### src/hw/periph_pkg.sv
`default_nettype none

package periph_pkg;

    // ----------------------------------------
    // Bus widths
    // ----------------------------------------
    localparam int unsigned ADDR_W = 32;
    localparam int unsigned DATA_W = 32;
    localparam int unsigned BE_W   = DATA_W / 8; // One enable per byte

    // ----------------------------------------
    // Address map
    // ----------------------------------------
    localparam logic [ADDR_W-1:0] BOOT_BASE = 32'h0001_0000;
    localparam logic [ADDR_W-1:0] BOOT_MASK = 32'h0000_FFFF; // Offset bits within region
    localparam logic [ADDR_W-1:0] GPIO_BASE = 32'h4000_0000;
    localparam logic [ADDR_W-1:0] GPIO_MASK = 32'h0000_0FFF;

    // Boot RAM geometry
    localparam int unsigned BOOT_WORDS = 256;
    localparam int unsigned BOOT_IDX_W = 8;   // Word index from addr[9:2]

    // GPIO register offsets come from addr[5:3]
    localparam logic [2:0] GPIO_OFS_LEDS = 3'd0; // LED write and DIP readback

    // Returned for unmapped regions and unused GPIO offsets
    localparam logic [DATA_W-1:0] FILLER_WORD = 32'hDEAD_BEEF;

    // ----------------------------------------
    // Request and response
    // ----------------------------------------

    // Single-cycle request strobe with its payload
    typedef struct packed {
        logic              valid;
        logic              we;
        logic [ADDR_W-1:0] addr;
        logic [BE_W-1:0]   be;
        logic [DATA_W-1:0] wdata;
    } mem_req_t;

    // Response arrives one cycle after the request
    typedef struct packed {
        logic              valid;
        logic              err;   // Address hit no region
        logic [DATA_W-1:0] rdata; // Zero for writes
    } mem_rsp_t;

endpackage

`default_nettype wire

### src/hw/gpio_regs.sv
`timescale 1ns/10ps
`default_nettype none

module gpio_regs (
    input  wire                   clk_i,
    input  wire                   rst_n_i,
    input  periph_pkg::mem_req_t  req_i,
    output periph_pkg::mem_rsp_t  rsp_o,
    input  wire [7:0]             dip_i,
    output logic [7:0]            leds_o
);

    logic [2:0] ofs;
    logic [2:0] ofs_q;   // Offset seen in the response cycle
    logic       we_q;
    logic       valid_q;
    logic [7:0] leds_q;

    assign ofs = req_i.addr[5:3];

    // ----------------------------------------
    // Control state
    // ----------------------------------------
    always_ff @(posedge clk_i)
    begin
        if (!rst_n_i)
        begin
            valid_q <= 1'b0;
            leds_q  <= '0;
        end
        else
        begin
            valid_q <= req_i.valid;
            // Other offsets take no writes
            if (req_i.valid && req_i.we && ofs == periph_pkg::GPIO_OFS_LEDS)
            begin
                leds_q <= req_i.wdata[7:0];
            end
        end
    end

    always_ff @(posedge clk_i)
    begin
        ofs_q <= ofs;
        we_q  <= req_i.we;
    end

    // ----------------------------------------
    // Readback decode
    // ----------------------------------------
    always_comb
    begin
        rsp_o.valid = valid_q;
        rsp_o.err   = 1'b0; // Unused offsets are not errors
        if (we_q)
        begin
            rsp_o.rdata = '0;
        end
        else if (ofs_q == periph_pkg::GPIO_OFS_LEDS)
        begin
            rsp_o.rdata = {24'd0, dip_i}; // Switches sampled live
        end
        else
        begin
            rsp_o.rdata = periph_pkg::FILLER_WORD;
        end
    end

    assign leds_o = leds_q;

endmodule

`default_nettype wire

### config.mk
export PLATFORM = sky130hd
export DESIGN_NAME = gpio_regs
export DESIGN_NICKNAME = d
export VERILOG_FILES = /design/src/hw/periph_pkg.sv /design/src/hw/gpio_regs.sv
export SDC_FILE = /design/constraint.sdc
export NUM_CORES = 1
export LEC_CHECK = 0
export BUFFER_PORTS_ARGS = -buffer_cell sky130_fd_sc_hd__buf_4
export CAP_MARGIN = 0
export CORE_ASPECT_RATIO = 1.2
export CORE_MARGIN = 8
export CORE_UTILIZATION = 29
export DETAILED_ROUTE_END_ITERATION = 10
export GPL_TIMING_DRIVEN = 0
export PLACE_DENSITY = 0.85
export SKIP_CTS_REPAIR_TIMING = 1
export SLEW_MARGIN = 25
export SYNTH_ARGS = -nofsm -noshare
export SYNTH_HDL_FRONTEND = slang
export SYNTH_SLANG_ARGS = --single-unit
### constraint.sdc
create_clock -name clk_i -period 3.2 [get_ports clk_i]
set_input_delay 0.16 -clock clk_i [delete_from_list [all_inputs] [get_ports clk_i]]
set_output_delay 0.16 -clock clk_i [all_outputs]
set_load 0.02 [all_outputs]
# Word level (Yosys, flattened, before mapping)
# Cells that the tools add are included.
# word_totals
register_bits	13
input_bits	80
out_inout_bits	42
word_cells	10
# classes
muxes	2
n_reduce_logical	4
# op_table
op	n
2-to-1 mux 32 bit	2
zero test 3 bit	2
logical AND 1 bit	2

# Depth between registers and ports, before layout
# logic_depth
ltp_word	3
ltp_mapped	4

# Least setup slack after synthesis
# OpenSTA, ideal clock, no wires.
# synth_timing
kind	reg-to-output
startpoint	reg ofs_q[2]
endpoint	out rsp_o[10] in the netlist's numbering
arrival_time_ps	1454
setup_slack_ps	1586
stages_incl_launch_ff	5
path_cell_list	dfxtp_1 nor3_1 or2_2 inv_1 buf_4
# synth_lines
element	line	source
from (decl)	gpio_regs.sv:14	logic [2:0] ofs_q;
from (signal assigned)	gpio_regs.sv:44	ofs_q <= ofs;
to (decl)	gpio_regs.sv:8	output periph_pkg::mem_rsp_t rsp_o,

==> impl_metrics.yaml <==
synthesis:
  synth-seq-cells: 13
  synth.avg_cell_area_um2: 8.27
  synth_cell_type_count: 13
  synth_top_area_share_pct: 36.2
  ys_top_cells_by_area: "dfxtp_1 (36%), buf_4 (26%), mux2i_1 (11%)"
  synthCells: 87
  synthMuxAreaShare_pct: 11.1
  seq_area_frac_synth_pct: 36.2
  synth_fa_ha_area_share_pct: 0
  synth_xor_area_share_pct: 0
  yosys_warnings: 0
  synth_compound_area_share_pct: 4.87
  syn_area_um2: 719
  synth_top_family_by_area: "buffers and inverters"
  synth-simple-area-share_pct: 15.5
  yosysTopAreaCell: "dfxtp_1"
clock_network:
  cts_tree: "yes"
  clkSinkCount: 13
  clk_latency_ns: 0.27
  h-tree-depth: 1
  clkTransAtPathRegs_ns: 0.08
  cts_buffer_depth: 2
  cts_inserted_buffers: 3
  clockRootBuffer: "clkbuf_4"
floorplan:
  ios: 122
  die-area_um2: 4340
  core_region_area_um2: 2450
  die_width_um: 61.5
  num_rows: 20
  start_util_pct: 29.3
  die_h_um: 70.6
timing:
  hold_viol: 0
  tns_ns: 0
  max-slew-margin-rel_pct: 47.8
  fin_skew_ns: 0
  worst_slew_pin_slew_ns: 0.777
  worst_slack_ns: 1.07
  setup_violations: 0
  rsz0062_at_grt: "no"
  hold_ws_ns: 0.0196
  drv_slew: 0
  period_needed_ns: 2.13
  final.period_utilization_pct: 66.6
  max_freq_mhz: 469
detailed_routing:
  wl_per_cell_um: 11.6
  num_vias: 727
  drcViolationCount: 0
  drt_wl_total_um: 2170
  drt_iter0_drc: 22
  antenna_left: 0
  first_pass_iters: 4
  via_per_inst: 3.89
flow_run:
  max_cap_violations: 0
grt:
  antenna_found_initial: 0
  grt_first_pass_wirelength_um: 2930
  grt_pass1_vias: 679
  grt_max_degree: 18
  grt_usage_pct: 8.57
  grt_overflow: 0
pwr:
  ir_drop_v: 0.000234
  p_leak_nw: 0.669
  power_density_nw_per_um2: 331
cells_and_area:
  layout_commonest_cell: "buf_4"
  final_cell_mix: "buf_4 (80), nand2_1 (17), dfxtp_1 (13)"
  drive_above_1_share_pct: 55.2
  final_util_pct: 50.4
  antenna_cells: 0
  finalNetCount: 235
  synthToLayoutAreaGrowth_pct: 71.8
worst_setup_path:
  worstPathCellList: "nor3_1 > or2_2 > inv_1 > buf_4 > buf_4"
  crit_top_cell: "buf_4"
  crit_path_end_kind: "output port"
  worst-path-max-fanout: 17
  crit_arrival_ns: 1.97
  critPathMaxStageDelay_ns: 0.64
  worstSetupStartpointType: "register"
  cp_slowest_cell: "nor3_1"
  crit_type: "reg2out"
  required_ns: 3.04
place:
  io_buffers: 55
  gp_congestion: 0.728
  dp_hpwl_um: 1840
  dp_worst_setup_slack_ns: 1.31
worst_hold_path:
  hp-class: "in2reg"
status:
  status: "finished, final reports clean"
## through the flow
step / cell area [um^2] / total power [W] / instances
detailed placement: 1200 / 0.000314 / 182
floorplan: 746 / 0.000253 / 94
global route: 1240 / 0.000431 / 187
global placement: 1200 / 0.000312 / 182
CTS: 1230 / 0.000415 / 186
finish: 1240 / 0.000409 / 187
## registers in the layout, indices dropped and copies added, names as in the netlist
| register | flops |
|---|---|
| valid_q | 1 |
| ofs_q | 3 |
| leds_o | 8 |
| we_q | 1 |
## synth_stat cells
master and n:
nor4_4 1, buf_4 25, or2_2 1, a21oi_1 7, mux2i_1 8, and2_1 1
clkbuf_1 3, nand2_1 17, and3b_1 1, conb_1 1, inv_1 8, nor3_1 1
dfxtp_1 13
## layer usage
layer / vias up / GRT usage [%] / wire (um)
met4: 0 / 3.05 / 0
met3: 0 / 4.72 / 493
met5: - / 0 / 0
li1: 370 / - / -
met2: 56 / 13.3 / 851
met1: 301 / 9.47 / 821
## where the power goes
| part | switching, W | leakage, nW | total, W | internal, W |
|---|---|---|---|---|
| logic | 0.0000703 | 0.547 | 0.000142 | 0.0000719 |
| registers | 0.00000146 | 0.107 | 0.000168 | 0.000166 |
| clock network | 0.0000512 | 0.0150 | 0.0000994 | 0.0000482 |
| total | 0.000123 | 0.669 | 0.000409 | 0.000286 |
## logic make-up after synthesis
logic type | Yosys count
buffers and inverters | 36
flip-flops | 13
AND/OR/NAND/NOR | 22
multiplexers | 8
AO/OA/AOI/OAI | 7
other | 1
## cell type report
type | count | area [um^2]
Fill cell | 244 | 1220
Buffer | 28 | 199
Tap cell | 33 | 41.3
Timing Repair Buffer | 56 | 423
Multi-Input combinational cell | 45 | 256
Inverter | 8 | 30.0
Clock buffer | 4 | 26.3
Sequential cell | 13 | 260
## worst paths after layout
kind	from	end	slack, ns	cells after the start
worst max-delay path	ofs_q[2]	rsp_o[25]	1.07	5
worst min-delay path	req_i[39]	ofs_q[0]	0.02	1
worst min register to register	leds_o[4]	leds_o[4]	0.46	2
worst max register to register	leds_o[2]	leds_o[2]	2.62	2
## critical path, delay by kind of cell (launching register included)
kind,cells,cell delay [ns]
AND/OR/NAND/NOR,2,0.86
buffers and inverters,3,0.53
flip-flops,1,0.30
Note: power is estimated with default switching activity, not from simulation.
