File: src/hw/periph_pkg.sv
`default_nettype none

package periph_pkg;

    // ----------------------------------------
    // Bus widths
    // ----------------------------------------
    localparam int unsigned ADDR_W = 32;
    localparam int unsigned DATA_W = 32;
    localparam int unsigned BE_W   = DATA_W / 8; // One enable per byte

    // ----------------------------------------
    // Address map
    // ----------------------------------------
    localparam logic [ADDR_W-1:0] BOOT_BASE = 32'h0001_0000;
    localparam logic [ADDR_W-1:0] BOOT_MASK = 32'h0000_FFFF; // Offset bits within region
    localparam logic [ADDR_W-1:0] GPIO_BASE = 32'h4000_0000;
    localparam logic [ADDR_W-1:0] GPIO_MASK = 32'h0000_0FFF;

    // Boot RAM geometry
    localparam int unsigned BOOT_WORDS = 256;
    localparam int unsigned BOOT_IDX_W = 8;   // Word index from addr[9:2]

    // GPIO register offsets come from addr[5:3]
    localparam logic [2:0] GPIO_OFS_LEDS = 3'd0; // LED write and DIP readback

    // Returned for unmapped regions and unused GPIO offsets
    localparam logic [DATA_W-1:0] FILLER_WORD = 32'hDEAD_BEEF;

    // ----------------------------------------
    // Request and response
    // ----------------------------------------

    // Single-cycle request strobe with its payload
    typedef struct packed {
        logic              valid;
        logic              we;
        logic [ADDR_W-1:0] addr;
        logic [BE_W-1:0]   be;
        logic [DATA_W-1:0] wdata;
    } mem_req_t;

    // Response arrives one cycle after the request
    typedef struct packed {
        logic              valid;
        logic              err;   // Address hit no region
        logic [DATA_W-1:0] rdata; // Zero for writes
    } mem_rsp_t;

endpackage

`default_nettype wire

File: src/hw/periph_region_decode.sv
`timescale 1ns/10ps
`default_nettype none

module periph_region_decode (
    input  wire                   clk_i,
    input  wire                   rst_n_i,
    input  periph_pkg::mem_req_t  req_i,
    output periph_pkg::mem_req_t  boot_req_o,
    output periph_pkg::mem_req_t  gpio_req_o,
    input  periph_pkg::mem_rsp_t  boot_rsp_i,
    input  periph_pkg::mem_rsp_t  gpio_rsp_i,
    output periph_pkg::mem_rsp_t  rsp_o
);

    logic boot_hit;
    logic gpio_hit;
    logic miss;

    // Registered error path
    logic err_q;
    logic err_we_q;

    logic [periph_pkg::DATA_W-1:0] err_rdata;
    logic [periph_pkg::DATA_W-1:0] boot_rdata;
    logic [periph_pkg::DATA_W-1:0] gpio_rdata;

    // ----------------------------------------
    // Region match
    // ----------------------------------------

    // Drop the offset bits and compare what is left with the base
    assign boot_hit = (req_i.addr & ~periph_pkg::BOOT_MASK) == periph_pkg::BOOT_BASE;
    assign gpio_hit = (req_i.addr & ~periph_pkg::GPIO_MASK) == periph_pkg::GPIO_BASE;
    assign miss     = req_i.valid && !boot_hit && !gpio_hit;

    // ----------------------------------------
    // Strobe routing
    // ----------------------------------------
    always_comb
    begin
        boot_req_o       = req_i;
        boot_req_o.valid = req_i.valid && boot_hit; // Only the strobe is qualified
        gpio_req_o       = req_i;
        gpio_req_o.valid = req_i.valid && gpio_hit;
    end

    // ----------------------------------------
    // Error response
    // ----------------------------------------
    always_ff @(posedge clk_i)
    begin
        if (!rst_n_i)
        begin
            err_q <= 1'b0;
        end
        else
        begin
            err_q <= miss;
        end
    end

    // Write bit of the missed request
    always_ff @(posedge clk_i)
    begin
        err_we_q <= req_i.we;
    end

    // Reads of unmapped space see the filler word
    assign err_rdata = (err_q && !err_we_q) ? periph_pkg::FILLER_WORD : '0;

    // ----------------------------------------
    // Response merge
    // ----------------------------------------

    // Sources are mutually exclusive so an OR is enough
    assign boot_rdata = boot_rsp_i.valid ? boot_rsp_i.rdata : '0;
    assign gpio_rdata = gpio_rsp_i.valid ? gpio_rsp_i.rdata : '0;

    always_comb
    begin
        rsp_o.valid = boot_rsp_i.valid || gpio_rsp_i.valid || err_q;
        rsp_o.err   = err_q
                    || (boot_rsp_i.valid && boot_rsp_i.err)
                    || (gpio_rsp_i.valid && gpio_rsp_i.err);
        rsp_o.rdata = boot_rdata | gpio_rdata | err_rdata;
    end

endmodule

`default_nettype wire

File: config.mk
export PLATFORM = sky130hd
export DESIGN_NAME = periph_region_decode
export DESIGN_NICKNAME = d
export VERILOG_FILES = /design/src/hw/periph_pkg.sv /design/src/hw/periph_region_decode.sv
export SDC_FILE = /design/constraint.sdc
export NUM_CORES = 1
export LEC_CHECK = 0
export BUFFER_PORTS_ARGS = -buffer_cell sky130_fd_sc_hd__buf_4
export CORE_AREA = 2 2 121 123
export DETAILED_ROUTE_END_ITERATION = 8
export DIE_AREA = 0 0 123 125
export PLACE_DENSITY = 0.53
export RECOVER_POWER = 100
export SYNTH_ARGS = -nofsm -noshare
export SYNTH_HDL_FRONTEND = slang
export SYNTH_SLANG_ARGS = --single-unit
File: constraint.sdc
create_clock -name clk_i -period 2.6 [get_ports clk_i]
set_clock_uncertainty 0.1 [all_clocks]
set_input_delay 0.26 -clock clk_i [delete_from_list [all_inputs] [get_ports clk_i]]
set_output_delay 0.26 -clock clk_i [all_outputs]
set_load 0.05 [all_outputs]
Word level (Yosys, flattened, before mapping):

Index checks and enable logic that the tools add are counted.

* register bits after elaboration: 2
* input bits: 140
* output and inout bits: 174
* logic and storage cells: 23

* equality and inequality tests: 2
* mux-type cells: 3
* bitwise gates (word level): 2
* reductions and logical operators: 14

Operators with widths (number)
* $mux 32: 3
* $or 32x32->32: 2
* $eq 20x19->1 const B: 1
* $eq 16x1->1 const B: 1
* $logic_and 1x1->1: 7
* $logic_or 1x1->1: 4
* $logic_not 1->1: 3

Longest topological paths before layout:

* word-level depth: 4
* depth in mapped cells: 4

Worst setup path after synthesis:

No wires, ideal clock.

* path kind: input port to output port
* start: in req_i[63] (netlist bit)
* end: out boot_req_o[69] (netlist bit)
* data arrival time: 1837 ps
* data required time: 2240 ps
* setup slack: 403 ps
* stages: 3
* path through: nor4_2 nand4_1 nor3b_1

RTL lines
* start, declared: RTL line periph_region_decode.sv:7 `input periph_pkg::mem_req_t req_i,`
* end, declared: RTL line periph_region_decode.sv:8 `output periph_pkg::mem_req_t boot_req_o,`

==> impl_metrics.toml <==
[synth]
netlist_instances = 200
syn_nets = 340
synthXorXnorAreaFrac_pct = 0
synth_compound_gate_area_share_pct = 21.20
synthDominantCellAreaShare_pct = 65.51
synth_area_leaders = "buf_4, a221o_1, a22o_1"
synth_mux_area_share_pct = 0
synthAdderAreaFrac_pct = 0
ys_types = 19
synth_simple_gate_area_share_pct = 6.013
dominantRegCellSynth = "dfxtp_1"
yosysSeqAreaShare_pct = 2.532
synth_async_sr_flop_share_pct = 0
library_cell_occupying_the_most_area_in_the_post_synthesis_netlist = "buf_4"
synthesis.yosys.warnings = 0
syn-cell-area_um2 = 1582
ys_ff_latch = 2
post_synth.cell_area_avg_um2 = 7.908
synth_enable_flop_cells = 0
combinational_family_with_the_most_area_after_synthesis = "buffers and inverters"

[layout]
final_common_cell = "buf_4"
post_synthesis_to_final_layout_area_growth_pct = 17.09
regArea_um2 = 40.04
final_layout_size_suffix_gt1_share_pct = 54.91
mostFrequentLayoutCells = "buf_4, clkbuf_1, a221o_1"
area_of_the_multi_input_gates_um2 = 430.4
fin_cells = 408
fin_util_pct = 13.04
number_of_nets_in_the_finished_design = 366
n_antenna_cell = 0
layout.filler_cells = 1658

[critical_path]
worst-path-max-fanout = 3
timing.critical_path.arrival_ns = 1.67
criticalPathCategory = "primary input to output port"
critical-path-max-stage-delay_ns = 0.50
cpMaxStageDelayCell = "clkbuf_1"
crit_buf_inv = 2
required_time_of_the_critical_path_ns = 2.24
worst_path_cell_trace = "buf_4, nor4_2, nand4_1, nor3b_1, clkbuf_1"
path_delay_family = "simple AND/OR/NAND/NOR gates"
worst_setup_path_end_kind = "output port"
worstSetupStartpointType = "primary input"

[place]
dpl_worst_slack_ns = 0.7671
port_buffers = 169
numPlacedInstances = 405
place.gp.congestion = 0.6747
dp.final_hpwl_um = 3953

[global_routing]
overflow = 0
antenna_found_initial = 0
maximum_number_of_pins_on_one_net_before_global_route_repair = 35
gr-usage-all-layers_pct = 4.915
first_pass_grt_wire_length_um = 6127
first_global_vias = 1266

[timing]
final_min_period_over_clock_period_pct = 78.10
setup_viol = 0
max_slew.worst_pin.slew_ns = 0.7259
slew_headroom_pct = 51.61
slew_violations = 0
min_period_ns = 2.031
final.setup.tns_ns = 0
rsz0062_at_grt = "false"
hold_viol_final = 0
fmax_mhz = 492.5
fin_ws_ns = 0.5694

[flow_run]
cap_viol_max_count = 0

[floorplanning]
core_outline_area_um2 = 14200
ioPinCount = 314
chipHeight_um = 125
rows = 44
fp.dieW_um = 123
die_area_um2 = 15380
initial_core_util_pct = 11.13

[drt]
vias_per_cell = 3.434
routed_wirelength_um = 4678
wl_per_cell_um = 11.47
drcViolationCount = 0
initialDrtViolationCount = 28
drt_pass1_iterations = 3
vias = 1401
ant_nets = 0

[min_path]
min_path_type = "primary input to flop"
min-delay-start = "req_i[68]"
worst_hold_path.endpoint = "err_we_q$_DFF_P_"
min_path_cells = 1

[clock_tree]
cts-htree-levels = 1
numCtsBuffers = 3
number_of_clock_sinks = 2
cts_setup_buffers = 0
cts_tree = "done"
ctsLongestPathBuffers = 2
cts_root_buffer = "clkbuf_16"
clk_pin_slew_worst_paths_ns = 0.03
post_cts_resize_count = 0
cts_hold_repair.buffers = 0

[power_and_ir_drop]
leakagePower_uw = 0.0008164
irDropWorstVdd_mv = 0.1937
power.density_nw_per_um2 = 445.8

[outcome]
outcome = "completed"
flip-flops by register name, indices dropped and copies added (netlist names):
| name | cells |
|---|---|
| err_q | 1 |
| err_we_q | 1 |
synth_stat cells, types with 2 or more instances:
cell type and instances:
a221o_1 25, a22o_1 8, buf_2 6, buf_4 138, buf_6 3, clkbuf_1 2
dfxtp_1 2, nor2b_1 3, nor4_2 3
how the worst max path moves through the flow:
| stage | slack (ns) | end | start | depth (start not counted) |
|---|---|---|---|---|
| floorplan | 0.40 | boot_req_o[69] | req_i[63] | 3 |
| global placement | 0.79 | boot_req_o[69] | req_i[63] | 5 |
| detailed placement | 0.77 | boot_req_o[69] | req_i[63] | 5 |
| CTS | 0.76 | boot_req_o[69] | req_i[63] | 5 |
| global route | 0.48 | boot_req_o[69] | req_i[63] | 5 |
| finish | 0.57 | boot_req_o[69] | req_i[63] | 5 |
logic make-up after synthesis:
| family | Yosys count |
|---|---|
| AOI/OAI and AO/OA | 35 |
| buffers and inverters | 150 |
| DFF | 2 |
| and+or+nand+nor | 13 |
layout make-up:
class | instances | area share (%)
Inverter | 1 | 0.2027
Sequential cell | 2 | 2.162
Timing Repair Buffer | 170 | 57.91
Tap cell | 184 | 12.43
Multi-Input combinational cell | 48 | 23.24
Clock buffer | 3 | 4.054
through the flow:
step / area, um2 / hold slack (ns) / total power, uW
6_report: 1852 / 0.09620 / 825.6
5_1_grt: 1852 / 0.1119 / 861.0
4_1_cts: 2056 / 0.05929 / 874.4
3_5_place_dp: 1981 / 0.2841 / 642.2
3_3_place_gp: 1981 / 0.2810 / 639.0
2_1_floorplan: 1582 / 0.1877 / 846.4
where the power goes:
group	total, uW	internal (uW)	switching, uW
logic	565	185	380
registers	33.6	32.6	0.925
clock network	227	195	31.6
layer usage:
| metal | global-route usage [%] | vias up | wire length, um |
|---|---|---|---|
| met4 | 0.9358 | 0 | 40 |
| met5 | 0 | - | 0 |
| met2 | 8.645 | 169 | 2155 |
| li1 | - | 605 | - |
| met1 | 4.763 | 618 | 1625 |
| met3 | 3.330 | 9 | 857 |
(Power assumes the default switching activity.)
